==> src/verilog/memCmdPkg.sv <==
package memCmdPkg;

	// ----------------------------------------
	// GPU command word
	// ----------------------------------------
	typedef logic [55:0] gpuCmdT;
	typedef logic [2:0]  gpuCmdCodeT;

	localparam gpuCmdCodeT CMD_NONE       = 3'b000; // Nothing to queue
	localparam gpuCmdCodeT CMD_PIXEL2VRAM = 3'b001;
	localparam gpuCmdCodeT CMD_FILL       = 3'b010;
	localparam gpuCmdCodeT CMD_RDBURST    = 3'b011; // Not supported, dropped
	localparam gpuCmdCodeT CMD_WRBURST    = 3'b100; // Not supported, dropped
	localparam gpuCmdCodeT CMD_VRAM2CPU   = 3'b101;

	// Field LSBs in the 56-bit word
	localparam int CMD_CODE_LSB   = 0;  // [2:0]
	localparam int CMD_SUBADR_LSB = 4;  // [6:4]
	localparam int CMD_ADR_LSB    = 7;  // [21:7]
	localparam int CMD_MASK_LSB   = 22; // [23:22]
	localparam int CMD_PIXEL_LSB  = 24; // [55:24]
	localparam int CMD_COLOR_LSB  = 40; // [55:40]

	// Queue opcodes, bit 0 set means write
	typedef enum logic [2:0] {
		OP_READ_BLOCK  = 3'b000,
		OP_WRITE_BLOCK = 3'b001,
		OP_READ8       = 3'b010,
		OP_WRITE_PAIR  = 3'b011,
		OP_READ_PAIR   = 3'b110
	} queueOpT;

	typedef enum logic [1:0] {RK_TEX_L, RK_TEX_R, RK_CLUT, RK_PAIR} readKindT;
	typedef enum logic [2:0] {ST_IDLE, ST_READ_TEX_L, ST_READ_TEX_R, ST_READ_CLUT, ST_READ_PAIR} arbStateT;

	typedef logic [16:0] texAdrT; // Texture cache line address

	localparam int QUEUE_DEPTH = 4;
	localparam int CLUT_WORDS  = 8; // 32-bit words per CLUT block
endpackage

==> src/verilog/ddrBusPkg.sv <==
package ddrBusPkg;

	// ----------------------------------------
	// DDR side, 32-byte blocks
	// ----------------------------------------
	typedef logic [14:0]  blockAdrT;  // 1 MB as 32768 blocks
	typedef logic [2:0]   subAdrT;    // 4 or 8 byte slot inside a block
	typedef logic [255:0] blockDataT;
	typedef logic [15:0]  byteMaskT;  // One bit per 16-bit pixel

	// Matches the DDR controller size field
	typedef enum logic [1:0] {
		SZ_8BYTE  = 2'd0,
		SZ_32BYTE = 2'd1,
		SZ_4BYTE  = 2'd2
	} accessSizeT;

endpackage

==> src/verilog/cmdEncoder.sv <==
`timescale 1ns/1ps

module cmdEncoder (
	input  logic                 gpuClk,
	input  logic                 i_reset,
	input  memCmdPkg::gpuCmdT    i_memCmd,
	input  logic                 i_texReqL,
	input  logic                 i_texReqR,
	input  memCmdPkg::texAdrT    i_texAdrL,
	input  memCmdPkg::texAdrT    i_texAdrR,
	input  logic                 i_clutReq,
	input  ddrBusPkg::blockAdrT  i_clutAdr,
	input  logic                 i_full,
	input  logic                 i_readDone,
	output logic                 o_push,
	output memCmdPkg::queueOpT   o_op,
	output ddrBusPkg::blockAdrT  o_adr,
	output ddrBusPkg::subAdrT    o_subadr,
	output ddrBusPkg::byteMaskT  o_mask,
	output ddrBusPkg::blockDataT o_data,
	output memCmdPkg::readKindT  o_kind,
	output memCmdPkg::texAdrT    o_texLatchAdr
);
	import memCmdPkg::*;
	import ddrBusPkg::*;

	arbStateT   arbState;
	arbStateT   nextState;
	gpuCmdCodeT cmdCode;
	texAdrT     texAdr;   // Winning texture side
	logic       latchTex;
	logic       isIdle;

	assign cmdCode = i_memCmd[CMD_CODE_LSB +: $bits(gpuCmdCodeT)];
	assign texAdr  = i_texReqL ? i_texAdrL : i_texAdrR; // Left wins
	assign isIdle  = (arbState == ST_IDLE);

	// ----------------------------------------
	// Arbitration and entry packing
	// ----------------------------------------
	always_comb begin
		o_push    = 1'b0;
		o_op      = OP_READ_BLOCK;
		o_adr     = i_memCmd[CMD_ADR_LSB +: $bits(blockAdrT)];
		o_subadr  = '0;
		o_mask    = '0;
		o_data    = '0;
		o_kind    = RK_PAIR;
		latchTex  = 1'b0;
		nextState = i_readDone ? ST_IDLE : arbState; // Back to idle once the read is delivered

		if (cmdCode != CMD_NONE) begin
			// GPU command owns the slot, even if it must wait
			case (cmdCode)
			CMD_PIXEL2VRAM: begin
				o_push   = !i_full;     // Writes never wait for a read
				o_op     = OP_WRITE_PAIR;
				o_subadr = i_memCmd[CMD_SUBADR_LSB +: $bits(subAdrT)];
				o_mask   = {14'd0, i_memCmd[CMD_MASK_LSB +: 2]};
				o_data   = {224'd0, i_memCmd[CMD_PIXEL_LSB +: 32]};
			end
			CMD_FILL: begin
				o_push = !i_full;
				o_op   = OP_WRITE_BLOCK;
				o_mask = '1;                                  // Whole block
				o_data = {16{i_memCmd[CMD_COLOR_LSB +: 16]}}; // Color in every pixel
			end
			CMD_VRAM2CPU: begin
				o_push   = !i_full && isIdle; // One read at a time
				o_op     = OP_READ_PAIR;
				o_subadr = i_memCmd[CMD_SUBADR_LSB +: $bits(subAdrT)];
				o_kind   = RK_PAIR;
				if (!i_full && isIdle) begin
					nextState = ST_READ_PAIR;
				end
			end
			CMD_RDBURST, CMD_WRBURST: begin
				// Burst copy is dropped, nothing queued
			end
			default: begin
			end
			endcase
		end else if (isIdle && !i_full) begin
			if (i_clutReq) begin
				o_push    = 1'b1;
				o_adr     = i_clutAdr;
				o_kind    = RK_CLUT;
				nextState = ST_READ_CLUT;
			end else if (i_texReqL || i_texReqR) begin
				o_push    = 1'b1;
				o_op      = OP_READ8;
				o_adr     = texAdr[16:2];
				o_subadr  = {texAdr[1:0], 1'b0}; // 8-byte slot
				o_kind    = i_texReqL ? RK_TEX_L : RK_TEX_R;
				latchTex  = 1'b1;
				nextState = i_texReqL ? ST_READ_TEX_L : ST_READ_TEX_R;
			end
		end
	end

	always_ff @(posedge gpuClk) begin
		if (i_reset) begin
			arbState <= ST_IDLE;
		end else begin
			arbState <= nextState;
		end
	end

	// Write address for the texture cache when the data returns
	always_ff @(posedge gpuClk) begin
		if (latchTex) begin
			o_texLatchAdr <= texAdr;
		end
	end

endmodule

==> src/verilog/cmdQueue.sv <==
`timescale 1ns/1ps

module cmdQueue (
	input  logic                 gpuClk,
	input  logic                 i_reset,
	input  logic                 i_push,
	input  logic                 i_pop,
	input  memCmdPkg::queueOpT   i_op,
	input  ddrBusPkg::blockAdrT  i_adr,
	input  ddrBusPkg::subAdrT    i_subadr,
	input  ddrBusPkg::byteMaskT  i_mask,
	input  ddrBusPkg::blockDataT i_data,
	input  memCmdPkg::readKindT  i_kind,
	output memCmdPkg::queueOpT   o_op,
	output ddrBusPkg::blockAdrT  o_adr,
	output ddrBusPkg::subAdrT    o_subadr,
	output ddrBusPkg::byteMaskT  o_mask,
	output ddrBusPkg::blockDataT o_data,
	output memCmdPkg::readKindT  o_kind,
	output logic                 o_full,
	output logic                 o_empty
);
	import memCmdPkg::*;
	import ddrBusPkg::*;

	typedef logic [$clog2(QUEUE_DEPTH)-1:0]   ptrT;
	typedef logic [$clog2(QUEUE_DEPTH+1)-1:0] cntT;

	queueOpT   opMem   [QUEUE_DEPTH];
	blockAdrT  adrMem  [QUEUE_DEPTH];
	subAdrT    subMem  [QUEUE_DEPTH];
	byteMaskT  maskMem [QUEUE_DEPTH];
	blockDataT dataMem [QUEUE_DEPTH];
	readKindT  kindMem [QUEUE_DEPTH];
	ptrT       wrPtr;
	ptrT       rdPtr;
	cntT       count;   // Entries pending
	logic      doPush;
	logic      doPop;

	assign doPush  = i_push && !o_full;
	assign doPop   = i_pop && !o_empty;
	assign o_full  = (count == cntT'(QUEUE_DEPTH));
	assign o_empty = (count == '0);

	// Head is read straight from storage
	assign o_op     = opMem[rdPtr];
	assign o_adr    = adrMem[rdPtr];
	assign o_subadr = subMem[rdPtr];
	assign o_mask   = maskMem[rdPtr];
	assign o_data   = dataMem[rdPtr];
	assign o_kind   = kindMem[rdPtr];

	always_ff @(posedge gpuClk) begin
		if (doPush) begin
			opMem[wrPtr]   <= i_op;
			adrMem[wrPtr]  <= i_adr;
			subMem[wrPtr]  <= i_subadr;
			maskMem[wrPtr] <= i_mask;
			dataMem[wrPtr] <= i_data;
			kindMem[wrPtr] <= i_kind;
		end
	end

	always_ff @(posedge gpuClk) begin
		if (i_reset) begin
			wrPtr <= '0;
			rdPtr <= '0;
			count <= '0;
		end else begin
			if (doPush) begin
				wrPtr <= (wrPtr == ptrT'(QUEUE_DEPTH - 1)) ? '0 : wrPtr + 1'b1; // Wrap
			end
			if (doPop) begin
				rdPtr <= (rdPtr == ptrT'(QUEUE_DEPTH - 1)) ? '0 : rdPtr + 1'b1;
			end
			case ({doPush, doPop})
			2'b10:   count <= count + 1'b1;
			2'b01:   count <= count - 1'b1;
			default: count <= count; // Both or none
			endcase
		end
	end

endmodule

==> src/verilog/memIssue.sv <==
`timescale 1ns/1ps

module memIssue (
	input  logic                   gpuClk,
	input  logic                   i_reset,
	input  memCmdPkg::queueOpT     i_op,
	input  ddrBusPkg::blockAdrT    i_adr,
	input  ddrBusPkg::subAdrT      i_subadr,
	input  ddrBusPkg::byteMaskT    i_mask,
	input  ddrBusPkg::blockDataT   i_data,
	input  memCmdPkg::readKindT    i_kind,
	input  logic                   i_empty,
	input  logic                   i_busy,
	input  ddrBusPkg::blockDataT   i_dataIn,
	input  logic                   i_dataInValid,
	output logic                   o_pop,
	output logic                   o_command,
	output ddrBusPkg::accessSizeT  o_commandSize,
	output logic                   o_write,
	output ddrBusPkg::blockAdrT    o_adr,
	output ddrBusPkg::subAdrT      o_subadr,
	output ddrBusPkg::byteMaskT    o_writeMask,
	output ddrBusPkg::blockDataT   o_dataOut,
	output logic                   o_rdValid,
	output ddrBusPkg::blockDataT   o_rdData,
	output memCmdPkg::readKindT    o_rdKind
);
	import memCmdPkg::*;
	import ddrBusPkg::*;

	logic     issue;
	logic     isWrite;
	logic     waitRead;  // One read in flight
	readKindT pendKind;

	assign isWrite = (i_op == OP_WRITE_BLOCK) || (i_op == OP_WRITE_PAIR);
	assign issue   = !i_empty && !i_busy && !waitRead; // Head waits under busy
	assign o_pop   = issue;   // Pop on the issue cycle

	// ----------------------------------------
	// DDR command
	// ----------------------------------------
	always_comb begin
		case (i_op)
		OP_READ8:                   o_commandSize = SZ_8BYTE;
		OP_WRITE_PAIR, OP_READ_PAIR: o_commandSize = SZ_4BYTE;
		default:                    o_commandSize = SZ_32BYTE;
		endcase
	end

	assign o_command   = issue;
	assign o_write     = issue && isWrite;
	assign o_adr       = i_adr;
	assign o_subadr    = (o_commandSize == SZ_32BYTE) ? '0 : i_subadr; // Full block, no slot
	assign o_writeMask = i_mask;
	assign o_dataOut   = i_data;

	// Returned data tagged with the kind of the read in flight
	assign o_rdValid = i_dataInValid && waitRead;
	assign o_rdData  = i_dataIn;
	assign o_rdKind  = pendKind;

	always_ff @(posedge gpuClk) begin
		if (i_reset) begin
			waitRead <= 1'b0;
		end else if (issue && !isWrite) begin
			waitRead <= 1'b1;
		end else if (i_dataInValid) begin
			waitRead <= 1'b0; // Data back, next issue allowed
		end
	end

	always_ff @(posedge gpuClk) begin
		if (issue && !isWrite) begin
			pendKind <= i_kind;
		end
	end

endmodule

==> src/verilog/readRouter.sv <==
`timescale 1ns/1ps

module readRouter (
	input  logic                 gpuClk,
	input  logic                 i_reset,
	input  logic                 i_rdValid,
	input  ddrBusPkg::blockDataT i_rdData,
	input  memCmdPkg::readKindT  i_rdKind,
	input  memCmdPkg::texAdrT    i_texLatchAdr,
	output logic                 o_texDoneL,
	output logic                 o_texDoneR,
	output logic                 o_texWrite,
	output memCmdPkg::texAdrT    o_texWriteAdr,
	output logic [63:0]          o_texData,
	output logic                 o_clutWrite,
	output logic [2:0]           o_clutIndex,
	output logic [31:0]          o_clutData,
	output logic                 o_clutDone,
	output logic                 o_pairValid,
	output logic [31:0]          o_pairValue,
	output logic                 o_readDone
);
	import memCmdPkg::*;
	import ddrBusPkg::*;

	blockDataT dataReg;    // Returned block
	readKindT  kindReg;
	logic      validReg;   // One cycle after the DDR valid
	logic      clutActive;
	logic [2:0] clutIdx;
	logic      clutLast;

	always_ff @(posedge gpuClk) begin
		if (i_rdValid) begin
			dataReg <= i_rdData;
			kindReg <= i_rdKind;
		end
	end

	// ----------------------------------------
	// Delivery control
	// ----------------------------------------
	always_ff @(posedge gpuClk) begin
		if (i_reset) begin
			validReg   <= 1'b0;
			clutActive <= 1'b0;
			clutIdx    <= '0;
		end else begin
			validReg <= i_rdValid;
			if (i_rdValid && (i_rdKind == RK_CLUT)) begin
				clutActive <= 1'b1; // Word 0 goes out next cycle
				clutIdx    <= '0;
			end else if (clutActive) begin
				clutIdx <= clutIdx + 1'b1;
				if (clutLast) begin
					clutActive <= 1'b0;
				end
			end
		end
	end

	assign clutLast = (clutIdx == 3'(CLUT_WORDS - 1));

	// Texture, low 64 bits of the block
	assign o_texWrite    = validReg && ((kindReg == RK_TEX_L) || (kindReg == RK_TEX_R));
	assign o_texDoneL    = validReg && (kindReg == RK_TEX_L);
	assign o_texDoneR    = validReg && (kindReg == RK_TEX_R);
	assign o_texWriteAdr = i_texLatchAdr;
	assign o_texData     = dataReg[63:0];

	// CLUT, one 32-bit slice per cycle
	assign o_clutWrite = clutActive;
	assign o_clutIndex = clutIdx;
	assign o_clutData  = dataReg[clutIdx * 32 +: 32];
	assign o_clutDone  = clutActive && clutLast;

	assign o_pairValid = validReg && (kindReg == RK_PAIR);
	assign o_pairValue = dataReg[31:0];

	// Releases the encoder FSM
	assign o_readDone = (validReg && (kindReg != RK_CLUT)) || o_clutDone;

endmodule

==> src/verilog/memArbiter.sv <==
`timescale 1ns/1ps

module memArbiter (
	input  logic                  gpuClk,
	input  logic                  i_reset,
	input  memCmdPkg::gpuCmdT     i_memCmd,
	output logic                  o_fifoFull,
	output logic                  o_queueEmpty,
	input  logic                  i_texReqL,
	input  logic                  i_texReqR,
	input  memCmdPkg::texAdrT     i_texAdrL,
	input  memCmdPkg::texAdrT     i_texAdrR,
	output logic                  o_texDoneL,
	output logic                  o_texDoneR,
	output logic                  o_texWrite,
	output memCmdPkg::texAdrT     o_texWriteAdr,
	output logic [63:0]           o_texData,
	input  logic                  i_clutReq,
	input  ddrBusPkg::blockAdrT   i_clutAdr,
	output logic                  o_clutWrite,
	output logic [2:0]            o_clutIndex,
	output logic [31:0]           o_clutData,
	output logic                  o_clutDone,
	output logic                  o_pairValid,
	output logic [31:0]           o_pairValue,
	output logic                  o_command,
	input  logic                  i_busy,
	output ddrBusPkg::accessSizeT o_commandSize,
	output logic                  o_write,
	output ddrBusPkg::blockAdrT   o_adr,
	output ddrBusPkg::subAdrT     o_subadr,
	output ddrBusPkg::byteMaskT   o_writeMask,
	output ddrBusPkg::blockDataT  o_dataOut,
	input  ddrBusPkg::blockDataT  i_dataIn,
	input  logic                  i_dataInValid
);
	import memCmdPkg::*;
	import ddrBusPkg::*;

	// Encoder to queue
	logic      push;
	queueOpT   encOp;
	blockAdrT  encAdr;
	subAdrT    encSub;
	byteMaskT  encMask;
	blockDataT encData;
	readKindT  encKind;
	texAdrT    texLatchAdr;
	// Queue head to issue
	logic      pop;
	logic      queueFull;
	logic      queueEmpty;
	queueOpT   headOp;
	blockAdrT  headAdr;
	subAdrT    headSub;
	byteMaskT  headMask;
	blockDataT headData;
	readKindT  headKind;
	// Issue to router
	logic      rdValid;
	blockDataT rdData;
	readKindT  rdKind;
	logic      readDone;

	assign o_fifoFull   = queueFull;
	assign o_queueEmpty = queueEmpty;

	cmdEncoder encoder (
		.gpuClk(gpuClk), .i_reset(i_reset), .i_memCmd(i_memCmd),
		.i_texReqL(i_texReqL), .i_texReqR(i_texReqR),
		.i_texAdrL(i_texAdrL), .i_texAdrR(i_texAdrR),
		.i_clutReq(i_clutReq), .i_clutAdr(i_clutAdr),
		.i_full(queueFull), .i_readDone(readDone),
		.o_push(push), .o_op(encOp), .o_adr(encAdr), .o_subadr(encSub),
		.o_mask(encMask), .o_data(encData), .o_kind(encKind),
		.o_texLatchAdr(texLatchAdr)
	);

	cmdQueue queue (
		.gpuClk(gpuClk), .i_reset(i_reset), .i_push(push), .i_pop(pop),
		.i_op(encOp), .i_adr(encAdr), .i_subadr(encSub), .i_mask(encMask),
		.i_data(encData), .i_kind(encKind),
		.o_op(headOp), .o_adr(headAdr), .o_subadr(headSub), .o_mask(headMask),
		.o_data(headData), .o_kind(headKind),
		.o_full(queueFull), .o_empty(queueEmpty)
	);

	memIssue issue (
		.gpuClk(gpuClk), .i_reset(i_reset),
		.i_op(headOp), .i_adr(headAdr), .i_subadr(headSub), .i_mask(headMask),
		.i_data(headData), .i_kind(headKind), .i_empty(queueEmpty),
		.i_busy(i_busy), .i_dataIn(i_dataIn), .i_dataInValid(i_dataInValid),
		.o_pop(pop), .o_command(o_command), .o_commandSize(o_commandSize),
		.o_write(o_write), .o_adr(o_adr), .o_subadr(o_subadr),
		.o_writeMask(o_writeMask), .o_dataOut(o_dataOut),
		.o_rdValid(rdValid), .o_rdData(rdData), .o_rdKind(rdKind)
	);

	readRouter router (
		.gpuClk(gpuClk), .i_reset(i_reset),
		.i_rdValid(rdValid), .i_rdData(rdData), .i_rdKind(rdKind),
		.i_texLatchAdr(texLatchAdr),
		.o_texDoneL(o_texDoneL), .o_texDoneR(o_texDoneR), .o_texWrite(o_texWrite),
		.o_texWriteAdr(o_texWriteAdr), .o_texData(o_texData),
		.o_clutWrite(o_clutWrite), .o_clutIndex(o_clutIndex),
		.o_clutData(o_clutData), .o_clutDone(o_clutDone),
		.o_pairValid(o_pairValid), .o_pairValue(o_pairValue),
		.o_readDone(readDone)
	);

endmodule

==> config.mk <==
export PLATFORM = sky130hd
export DESIGN_NAME = memArbiter
export DESIGN_NICKNAME = d
export VERILOG_FILES = /design/src/verilog/memCmdPkg.sv /design/src/verilog/ddrBusPkg.sv /design/src/verilog/cmdEncoder.sv /design/src/verilog/cmdQueue.sv /design/src/verilog/memIssue.sv /design/src/verilog/readRouter.sv /design/src/verilog/memArbiter.sv
export SDC_FILE = /design/constraint.sdc
export NUM_CORES = 1
export LEC_CHECK = 0
export ABC_AREA = 0
export BUFFER_PORTS_ARGS = -buffer_cell sky130_fd_sc_hd__buf_2
export CORE_AREA = 2 2 314 316
export CTS_BUF_LIST = sky130_fd_sc_hd__clkbuf_8
export CTS_CLUSTER_DIAMETER = 150
export DETAILED_ROUTE_END_ITERATION = 8
export DIE_AREA = 0 0 316 318
export MAX_ROUTING_LAYER = met4
export PLACE_DENSITY = 0.42
export SYNTH_ARGS = -nofsm -noshare
export SYNTH_HDL_FRONTEND = slang
export SYNTH_SLANG_ARGS = --single-unit
==> constraint.sdc <==
create_clock -name gpuClk -period 8.8 [get_ports gpuClk]
set_input_delay 0.88 -clock gpuClk [delete_from_list [all_inputs] [get_ports gpuClk]]
set_output_delay 0.88 -clock gpuClk [all_outputs]
set_load 0.02 [all_outputs]
# Word-level counts from Yosys, hierarchy flattened
# Memory sizes are Yosys's and may differ from the RTL's. A register that Yosys moved wholly into a read port is not among the register bits.
# Cells that the tools add are included.
[word_totals]
mem_count = 6
romBits = 0
mem_bits_rw = 1180
ff_bits = 291
latch_bits = 0
wordCells = 137
[memory_table]
columns = ["name", "words", "width", "rd", "rd_clocked_by_memory_dff", "wr", "line_no", "text"]
rows = [
  ["queue.dataMem", 4, 256, 1, 1, 1, "cmdQueue.sv:33", "blockDataT dataMem [QUEUE_DEPTH];"],
  ["queue.maskMem", 4, 16, 1, 1, 1, "cmdQueue.sv:32", "byteMaskT maskMem [QUEUE_DEPTH];"],
  ["queue.adrMem", 4, 15, 1, 1, 1, "cmdQueue.sv:30", "blockAdrT adrMem [QUEUE_DEPTH];"],
  ["queue.opMem", 4, 3, 1, 1, 1, "cmdQueue.sv:29", "queueOpT opMem [QUEUE_DEPTH];"],
  ["queue.subMem", 4, 3, 1, 1, 1, "cmdQueue.sv:31", "subAdrT subMem [QUEUE_DEPTH];"],
  ["queue.kindMem", 4, 2, 1, 1, 1, "cmdQueue.sv:34", "readKindT kindMem [QUEUE_DEPTH];"],
]
[classes]
bitwise = 0
n_reduce_logical = 34
magnitude_cmp = 0
div = 0
n_mux = 62
shifts = 1
eq_ne = 18
n_mul = 0
add_sub_neg = 5
[ops]
columns = ["operator", "count"]
rows = [
  ["256-bit case mux with 2 select lines", 1],
  ["256-bit two-way mux", 1],
  ["256-bit by 9-bit variable part select with 32-bit output", 1],
  ["15-bit two-way mux", 4],
  ["3-bit two-way mux", 16],
  ["2-bit two-way mux", 18],
  ["16-bit case mux with 2 select lines", 1],
  ["17-bit two-way mux", 1],
  ["16-bit two-way mux", 1],
  ["1-bit logical AND", 15],
  ["1-bit two-way mux", 15],
  ["3-bit == test (second input constant)", 4],
  ["2-bit == test (second input constant)", 5],
  ["3-bit by 2-bit == test with 1-bit output (second input constant)", 3],
  ["3-bit case mux with 3 select lines", 1],
  ["2-bit OR reduction", 4],
  ["3-bit by 1-bit adder with 3-bit output (second input constant)", 2],
  ["2-bit by 1-bit == test with 1-bit output (second input constant)", 3],
  ["3-bit by 1-bit == test with 1-bit output (second input constant)", 2],
  ["3-bit logical NOT", 2],
  ["3-bit case mux with 2 select lines", 1],
  ["1-bit logical NOT", 5],
  ["2-bit by 1-bit adder with 2-bit output (second input constant)", 2],
  ["1-bit logical OR", 4],
  ["7 further kinds", 8],
]

# Longest topological paths before layout
# Gate-level depths: netlist (run 1).
[logic_depth]
word_depth = 8
ltp_mapped = 10
depth_no_buf = 10

# By module
# From an unflattened synthesis (run 1), not the netlist that was laid out.
[unflattened]
cells_unflattened = 3069
hier_area_um2 = 62048.3
[modules_own_cells]
columns = ["mod", "cells_per_inst", "seq_area_each_um2", "n_inst", "area_each_um2"]
rows = [
  ["cmdQueue", 1595, 35614.2, 1, 43399.1],
  ["readRouter", 508, 7847.5, 1, 10876.7],
  ["memIssue", 562, 80.1, 1, 4267.8],
  ["cmdEncoder", 404, 570.5, 1, 3504.6],
]

# Least setup slack after synthesis (run 1)
# OpenSTA, ideal clock, no wires.
[synth_path]
kind = "input-to-reg"
startpoint = "input port i_dataInValid"
endpoint = "register router.clutIdx[0] (netlist: router.o_clutIndex[0])"
path_slack_ps = 1201
cell_stages = 4
required_time_ps = 8676
setup_ps = 124
arrival_time_ps = 7475
cell_sequence = "and2_1 > nand3b_1 > nand2b_1 > nor2_1"
[synth_between]
elab_chain_len = 3
[synth_lines]
columns = ["element", "line_no", "text"]
rows = [
  ["from (decl)", "memArbiter.sv:35", "input logic i_dataInValid"],
  ["1-bit logical AND", "memIssue.sv:59", "assign o_rdValid = i_dataInValid && waitRead;"],
  ["1-bit logical AND", "readRouter.sv:50", "if (i_rdValid && (i_rdKind == RK_CLUT)) begin"],
  ["2-bit OR reduction (no source line)", "-", ""],
  ["to (signal assigned)", "readRouter.sv:54", "clutIdx <= clutIdx + 1'b1;"],
  ["to (decl)", "readRouter.sv:30", "logic [2:0] clutIdx;"],
]
# Every way passes these cells.
# A chain may end at the register's enable or synchronous reset.

==> results of run 1 <==
==> how the worst min path moves through the flow <==
stage	from	to	slack, ns
global placement	issue.o_rdKind[0]	router.kindReg[0]	0.43
detailed placement	issue.o_rdKind[0]	router.kindReg[0]	0.43
floorplan	issue.o_rdKind[0]	router.kindReg[0]	0.42
finish	i_dataIn[109]	router.dataReg[109]	0.31
global route	i_dataIn[82]	router.dataReg[82]	0.23
CTS	i_dataIn[67]	router.dataReg[67]	0.20
==> metal layers <==
metal / part of all wire (%) / wire, um / track usage [%] / vias up
met5: 0 / 0 / - / -
met2: 51 / 36500 / 24.0 / 632
met4: 2.6 / 1860 / 4.84 / 0
li1: - / - / - / 6087
met1: 38 / 27400 / 16.0 / 6886
met3: 8.3 / 5930 / 4.86 / 129
==> cells by family (layout without fill, tap and decap cells) <==
logic type | count (synthesis) | count (layout) | synth area share, %
XOR/XNOR | 3 | 3 | 0.104
multiplexers | 193 | 193 | 14.8
AND/OR/NAND/NOR | 110 | 110 | 2.65
AO/OA/AOI/OAI | 50 | 50 | 1.68
flip-flops | 591 | 591 | 69.8
adder cells (fa/ha/maj) | 9 | 9 | 0.478
buffers and inverters | 372 | 1038 | 10.4
other | 0 | 22 | 0
==> stage by stage <==
stage | utilization, % | area, um2 | std cells | setup slack [ns]
6_report | 31.3 | 30500 | 3303 | 4.45
3_5_place_dp | 29.2 | 28400 | 3087 | 4.00
3_3_place_gp | 29.2 | 28400 | 3087 | 4.02
5_1_grt | 31.3 | 30500 | 3300 | 4.06
2_1_floorplan | - | 25200 | 1328 | 1.20
4_1_cts | 31.2 | 30400 | 3281 | 4.16
==> layout make-up <==
cell class,count,area share (%)
clock buffer,108,4.88
multi-input combinational,365,16.4
antenna,22,0.181
clock inverter,86,1.67
inverter,10,0.123
tap,1287,5.28
sequential,591,57.7
timing repair buffer,834,13.8
==> state kept, by name, summed over array words and instances (netlist names), named ones only <==
name / flops
queue.count: 3
encoder.o_texLatchAdr: 17
router.o_clutIndex: 3
router.validReg: 1
queue.maskMem: 12
router.kindReg: 2
router.o_clutWrite: 1
issue.waitRead: 1
queue.wrPtr: 2
queue.subMem: 12
router.dataReg: 256
encoder.arbState: 3
queue.rdPtr: 2
queue.adrMem: 60
queue.dataMem: 192
issue.o_rdKind: 2
queue.opMem: 12
queue.kindMem: 8
==> cells in the mapped netlist (2+ instances only) <==
| cell | n | area, um2 |
|---|---|---|
| buf_4 | 317 | 2380 |
| clkbuf_1 | 22 | 82.6 |
| a221o_2 | 5 | 56.3 |
| o21ai_0 | 2 | 10.0 |
| xor2_1 | 2 | 17.5 |
| a22o_1 | 2 | 17.5 |
| nand4_1 | 2 | 12.5 |
| mux2_2 | 50 | 563 |
| a21oi_1 | 6 | 30.0 |
| mux2i_1 | 5 | 50.1 |
| and3_1 | 4 | 25.0 |
| inv_1 | 9 | 33.8 |
| nor2_1 | 14 | 52.6 |
| or3_1 | 2 | 12.5 |
| nor3_1 | 5 | 25.0 |
| a221o_1 | 10 | 100 |
| buf_2 | 18 | 90.1 |
| a21o_1 | 18 | 135 |
| dfxtp_1 | 18 | 360 |
| and2_1 | 41 | 257 |
| a21boi_0 | 2 | 15.0 |
| mux4_2 | 138 | 3110 |
| buf_1 | 3 | 11.3 |
| nor2b_1 | 21 | 131 |
| nand2b_1 | 8 | 50.1 |
| ha_1 | 8 | 100 |
| edfxtp_1 | 573 | 17200 |
| nand2_1 | 4 | 15.0 |
==> worst reg2reg max path, delay by kind of cell, from the launching register on <==
| family | cells | cell delay [ns] |
|---|---|---|
| AOI/OAI and AO/OA | 1 | 0.54 |
| buffers and inverters | 1 | 0.73 |
| DFF | 1 | 0.32 |
| and+or+nand+nor | 3 | 1.55 |
==> report_power, final <==
part           switching, mW  leakage (nW)  internal [mW]
registers             0.0941          5.39           3.44
clock network           1.15          1.15           1.29
logic                   1.77          4.96          0.872
==> reports/summary.txt, run 1 <==
FLOORPLAN
-----------------------------------------------------------------------------------------------
Starting density of the core                                                              25.8%
Die area                                                                              0.100 mm2
Core footprint                                                                       0.0974 mm2
Standard-cell row count                                                                     115
Die outline height                                                                       318 um
Die Wd                                                                                   316 um
Ports                                                                                       818

MIN PATH
-----------------------------------------------------------------------------------------------
Path type of the worst min-delay path                                                 in -> reg
Worst hold path depth                                                                         1

CTS
-----------------------------------------------------------------------------------------------
Depth of the CTS H-tree                                                                       3
CTS buffer count                                                                            107
CTS tree                                                                                  built
Post-CTS setup-driven buffer insertion count                                                  0
Insertion delay to the later sink of the worst-skew pair                                0.73 ns
Hold Buf Count CTS                                                                            0
Number of buffers on the longest clock path                                                   3
Resized Gates After CTS                                                                       0
CTS root buffer                                                                        clkbuf_8
Clock input transition at the sequential cells of the worst setup and hold paths        0.06 ns
TritonCTS sink count                                                                        591

SETUP PATH
-----------------------------------------------------------------------------------------------
Capture point of the worst reg-to-reg path                                         queue.dataMem[2][254]
R2r worst-path depth                                                                          5
Crit path max-delay family                                                         buffers and inverters
Slowest cell on the critical path                                                         buf_4
Startpoint type of the worst setup path                                               flip-flop
Worst setup path endpoint                                                          o_dataOut[115]
Crit Path Class                                                                      reg -> out
Top cell by count, worst path                                                             buf_4
Buf+Inv Stages, Crit Path                                                                     3
Required time at the worst-slack endpoint                                               7.92 ns
Delay of the slowest cell on the worst path                                             0.78 ns
Reg-to-reg setup timing slack                                                           5.24 ns
Critical path depth in cells                                                                  4
Worst-path cell chain                                                              buf_4 -> buf_4 -> mux4_2 -> buf_2
Kind of capture point of the worst setup path                                       output port
Max Fanout on Critical Path                                                                  37
Reg-to-Reg Start                                                                   encoder.arbState[0]
Arr. time, crit path                                                                    3.47 ns

DRT
-----------------------------------------------------------------------------------------------
Wire length per cell after detailed routing                                             21.7 um
Number of violations reported at the end of detailed-routing iteration 0                    796
DR DRC count                                                                                  0
Length of the first detailed-routing pass in iterations                                       5
Wirelength, routed                                                                      71.8 mm
DR vias/cell                                                                               4.16
Detailed-route via count                                                                 13,734
Number of routed nets with antenna violations                                                 0

SYNTH
-----------------------------------------------------------------------------------------------
Synthesized area per cell                                                              18.9 um2
Post-synthesis register bit count                                                           591
Post-Syn Nets                                                                             1,705
Count of flip-flops with a built-in enable after synthesis                                  573
Primary FF master, synth                                                               edfxtp_1
Number of distinct standard cells referenced by the synthesized netlist                      47
Post-synthesis instance area                                                         0.0252 mm2
Warning count from the yosys run                                                              0
Part of the Yosys area used for sequential elements                                       69.8%
Asr flop ratio synth                                                                         0%
Cells after synthesis                                                                     1,328

PLACED DESIGN
-----------------------------------------------------------------------------------------------
Routability congestion estimate                                                           0.801
Detail Placement HPWL                                                                   51.1 mm
Total of buffers placed on input and output ports                                           816

GLOBAL ROUTE
-----------------------------------------------------------------------------------------------
Global-route wire length before repair                                                   100 mm
Leftover overflow at the end of global routing                                                0
Initial antenna violation count                                                              35
Global-route total usage across every layer                                               14.4%
Vias in the first global route                                                           14,289
Maximum number of pins on one net before global-route repair                                 95

POWER
-----------------------------------------------------------------------------------------------
Static Leak                                                                             11.5 nW
Peak supply drop                                                                       0.125 mV
Power after layout                                                                      8.62 mW
Power per unit of standard cell area                                                 283 mW/mm2

TIMING
-----------------------------------------------------------------------------------------------
Setup violators final                                                                         0
Sum of negative setup slack                                                                0 ns
Number of pins exceeding their max-slew limit in the final report                             0
Unrepaired setup endpoints after global routing                                              no
Setup skew after layout                                                               0.0429 ns
Worst rel slew slack                                                                      10.4%
Worst hold slack                                                                       0.312 ns
Transition time of the tightest slew-check pin                                          1.33 ns
Min cycle time layout                                                                   4.35 ns
Final-report hold violation count                                                             0
Maximum clock frequency                                                                 230 MHz
Part of the cycle the worst path needs                                                    49.4%

LAYOUT
-----------------------------------------------------------------------------------------------
# fillers                                                                                 9,623
Layout cells sized above 1                                                                59.3%
Number of nets in the layout                                                              2,286
Flip-flop and latch area                                                             0.0176 mm2
Growth of design area from synthesis to finish                                            21.2%
Most frequent standard cell in the layout excluding fill and tap cells                    buf_2
Multi-input gate area                                                               0.00499 mm2
Leading cell types in the layout, fill and taps excluded                           buf_2, edfxtp_1, mux4_2, clkbuf_8, mux2_2

STATUS
-----------------------------------------------------------------------------------------------
Run status                                                                         complete, no violations

RUN
-----------------------------------------------------------------------------------------------
Max-cap viol count                                                                            0

Note: power is estimated with default switching activity, not from simulation.
==> run 2: changes to the inputs <==
==> constraint.sdc (replaced) <==
create_clock -name gpuClk -period 4.2 [get_ports gpuClk]
set_input_delay 0.42 -clock gpuClk [delete_from_list [all_inputs] [get_ports gpuClk]]
set_output_delay 0.42 -clock gpuClk [all_outputs]
set_load 0.02 [all_outputs]
==> reports/summary.txt, run 2 (synthesis gave the netlist of run 1 again) <==
GLOBAL ROUTE
-----------------------------------------------------------------------------------------------
Global-route wire length before repair                                                   105 mm   +4.7%
Met2 track demand over resource in global routing                                         25.4%   +1.4 points
Vias in the first global route                                                           16,133   +13%
Maximum number of pins on one net before global-route repair                                 95   unchanged
Initial antenna violation count                                                              16   -54%
Most congested layer reported by global routing                                            met2
Met1 capacity usage during global routing                                                 16.8%   +0.79 points
Leftover overflow at the end of global routing                                                0   unchanged
Global-route met3 utilization                                                             3.63%   -1.2 points
Global-route total usage across every layer                                               14.7%   +0.38 points

POWER
-----------------------------------------------------------------------------------------------
Internal power                                                                          11.8 mW   +110%
Portion of total power attributed to sequential cells                                     40.8%   -0.2 points
Switch Pwr                                                                              6.42 mW   +110%
Clock network power share                                                                 27.3%   -1.0 points
Proportion of power drawn by combinational gates                                          31.9%   +1.2 points
Power per unit of standard cell area                                                 541 mW/mm2   +91%
Switching share of power                                                                  35.2%   +0.18 points
Static Leak                                                                             12.9 nW   +12%
Peak supply drop                                                                       0.309 mV   +150%
Power after layout                                                                      18.2 mW   +110%

SETUP PATH
-----------------------------------------------------------------------------------------------
Arr. time, crit path                                                                    2.98 ns   -0.49 ns
Startpoint type of the worst setup path                                               flip-flop
Delay of the slowest cell on the worst path                                             0.85 ns   +0.07 ns
Capture point of the worst reg-to-reg path                                         queue.adrMem[2][0]
Critical path depth in cells                                                                  4   unchanged
Required time at the worst-slack endpoint                                               3.78 ns   -4.14 ns
Worst setup path endpoint                                                          o_clutData[10]
R2r worst-path depth                                                                          4   -1
Slowest cell on the critical path                                                       dfxtp_4
Buf+Inv Stages, Crit Path                                                                     2   -1
Max Fanout on Critical Path                                                                  36   -2.7%
Crit path max-delay family                                                           flip-flops
Worst Setup SP                                                                     router.o_clutIndex[0]
Reg-to-reg setup timing slack                                                           1.25 ns   -3.99 ns
Kind of capture point of the worst setup path                                       output port
Reg-to-Reg Start                                                                   queue.count[2]
Worst-path cell chain                                                              buf_4 -> mux4_2 -> mux2_2 -> buf_2
Crit Path Class                                                                      reg -> out

FLOORPLAN
-----------------------------------------------------------------------------------------------
Die outline height                                                                       318 um   unchanged
Standard-cell row count                                                                     115   unchanged
Ports                                                                                       818   unchanged
Die Wd                                                                                   316 um   unchanged
Die area                                                                              0.100 mm2   unchanged
Starting density of the core                                                              25.8%   unchanged
Core footprint                                                                       0.0974 mm2   unchanged

DRT
-----------------------------------------------------------------------------------------------
Wirelength, routed                                                                      73.5 mm   +2.4%
Wire length per cell after detailed routing                                             20.3 um   -6.4%
Length of the first detailed-routing pass in iterations                                       5   unchanged
DR DRC count                                                                                  0   unchanged
Number of violations reported at the end of detailed-routing iteration 0                    831   +4.4%
DR vias/cell                                                                               4.13   -0.69%
Number of routed nets with antenna violations                                                 0   unchanged
Detailed-route via count                                                                 14,932   +8.7%

CTS
-----------------------------------------------------------------------------------------------
Resized Gates After CTS                                                                       0   unchanged
Insertion delay to the later sink of the worst-skew pair                                0.75 ns   +0.02 ns
CTS tree                                                                                  built
Number of buffers on the longest clock path                                                   3   unchanged
Clock input transition at the sequential cells of the worst setup and hold paths        0.06 ns   about the same
CTS buffer count                                                                            105   -1.9%
CTS root buffer                                                                        clkbuf_8
Depth of the CTS H-tree                                                                       3   unchanged
TritonCTS sink count                                                                        591   unchanged

TIMING
-----------------------------------------------------------------------------------------------
Unrepaired setup endpoints after global routing                                              no
Min cycle time layout                                                                   3.40 ns
Transition time of the tightest slew-check pin                                          1.12 ns   -0.215 ns
Setup violators final                                                                         0   unchanged
Number of pins exceeding their max-slew limit in the final report                             0   unchanged
Sum of negative setup slack                                                                0 ns   unchanged
Worst rel slew slack                                                                      25.1%   +15 points
Final-report hold violation count                                                             0   unchanged
Maximum clock frequency                                                                 294 MHz
Part of the cycle the worst path needs                                                    80.9%
Setup skew after layout                                                               0.0519 ns   +0.00896 ns

RUN
-----------------------------------------------------------------------------------------------
Max-cap viol count                                                                            0   unchanged

MIN PATH
-----------------------------------------------------------------------------------------------
Path type of the worst min-delay path                                                 in -> reg
Worst hold path depth                                                                         2   +1

LAYOUT
-----------------------------------------------------------------------------------------------
Most frequent standard cell in the layout excluding fill and tap cells                    buf_2
Number of nets in the layout                                                              2,615   +14%
Layout cells sized above 1                                                                51.2%   -8.1 points
Growth of design area from synthesis to finish                                            34.2%
Number of flip-flops in the largest register                                                256   unchanged
Final cell area excluding filler cells                                               0.0338 mm2   +11%
Leading cell types in the layout, fill and taps excluded                           buf_2, edfxtp_1, dlygate4sd3_1, mux4_2, clkbuf_8
Register with the highest flop count                                               router.dataReg
Biggest regs                                                                       router.dataReg x256, queue.dataMem x192, queue.adrMem x60

PLACED DESIGN
-----------------------------------------------------------------------------------------------
Cell area after placement                                                            0.0286 mm2   +0.70%
Total of buffers placed on input and output ports                                           816   unchanged
Routability congestion estimate                                                           0.814   +1.5%
Detail Placement HPWL                                                                   52.3 mm   +2.3%

STATUS
-----------------------------------------------------------------------------------------------
Run status                                                                         complete, no violations

[run 2: layer usage]
metal / vias to the layer above / wire length [um]
li1: 6723 / -
met1: 7474 / 28900
met2: 629 / 38000
met3: 106 / 4810
met4: 0 / 1730
met5: - / 0
[run 2: power by group through the flow]
stage,Clock (mW),Sequential (mW),Combinational [mW]
final,4.98,7.44,5.83
after global routing,5.46,7.50,6.29
after CTS,5.19,7.46,5.96
after detailed placement,0,7.57,5.69
after global placement,0,7.54,5.74
after floorplan,0,7.47,4.97
[run 2: worst reg2reg max path, stage by stage, from the launching register on]
cell      delay, ns
dfxtp_1        0.36
or3b_4         0.42
nand4_1        0.20
clkinv_1       0.91
a221o_2        0.75
[run 2: what timing repair did]
action | in CTS | in global routing
endpoints found under the hold margin | 380 | 0
buffers inserted | 0 | 0
endpoints found under the setup margin | 0 | 0
hold buffers | 316 | 0
[run 2: area by class of cell]
class                      count  area (um2)
inverter                      10        37.5
fill                        9367       63700
sequential                   591       17600
multi-input combinational    365        4990
clock inverter                83         472
antenna                        9        22.5
tap                         1287        1610
timing repair buffer        1165        7580
clock buffer                 106        1460
[run 2: stage by stage]
| stage | instances | util, % | worst slack [ns] | hold slack (ns) |
|---|---|---|---|---|
| after global routing | 3615 | 34.6 | 0.565 | 0.0204 |
| after detailed placement | 3102 | 29.4 | 1.06 | 0.476 |
| after CTS | 3607 | 34.6 | 0.610 | 0.000274 |
| after global placement | 3102 | 29.4 | 1.10 | 0.469 |
| final | 3616 | 34.7 | 0.802 | 0.0951 |
| after floorplan | 1328 | - | 0.691 | 0.417 |
[run 2: how the worst min path moves through the flow]
stage                   startpoint                       end  slack (ns)
2_1_floorplan    issue.o_rdKind[0]         router.kindReg[0]        0.42
3_3_place_gp   encoder.arbState[0]       encoder.arbState[0]        0.47
3_5_place_dp   encoder.arbState[0]       encoder.arbState[0]        0.48
4_1_cts               i_memCmd[41]      queue.dataMem[0][17]      0.0003
5_1_grt               i_memCmd[49]      queue.dataMem[2][25]        0.02
6_report              i_texAdrR[1]  encoder.o_texLatchAdr[1]         0.1
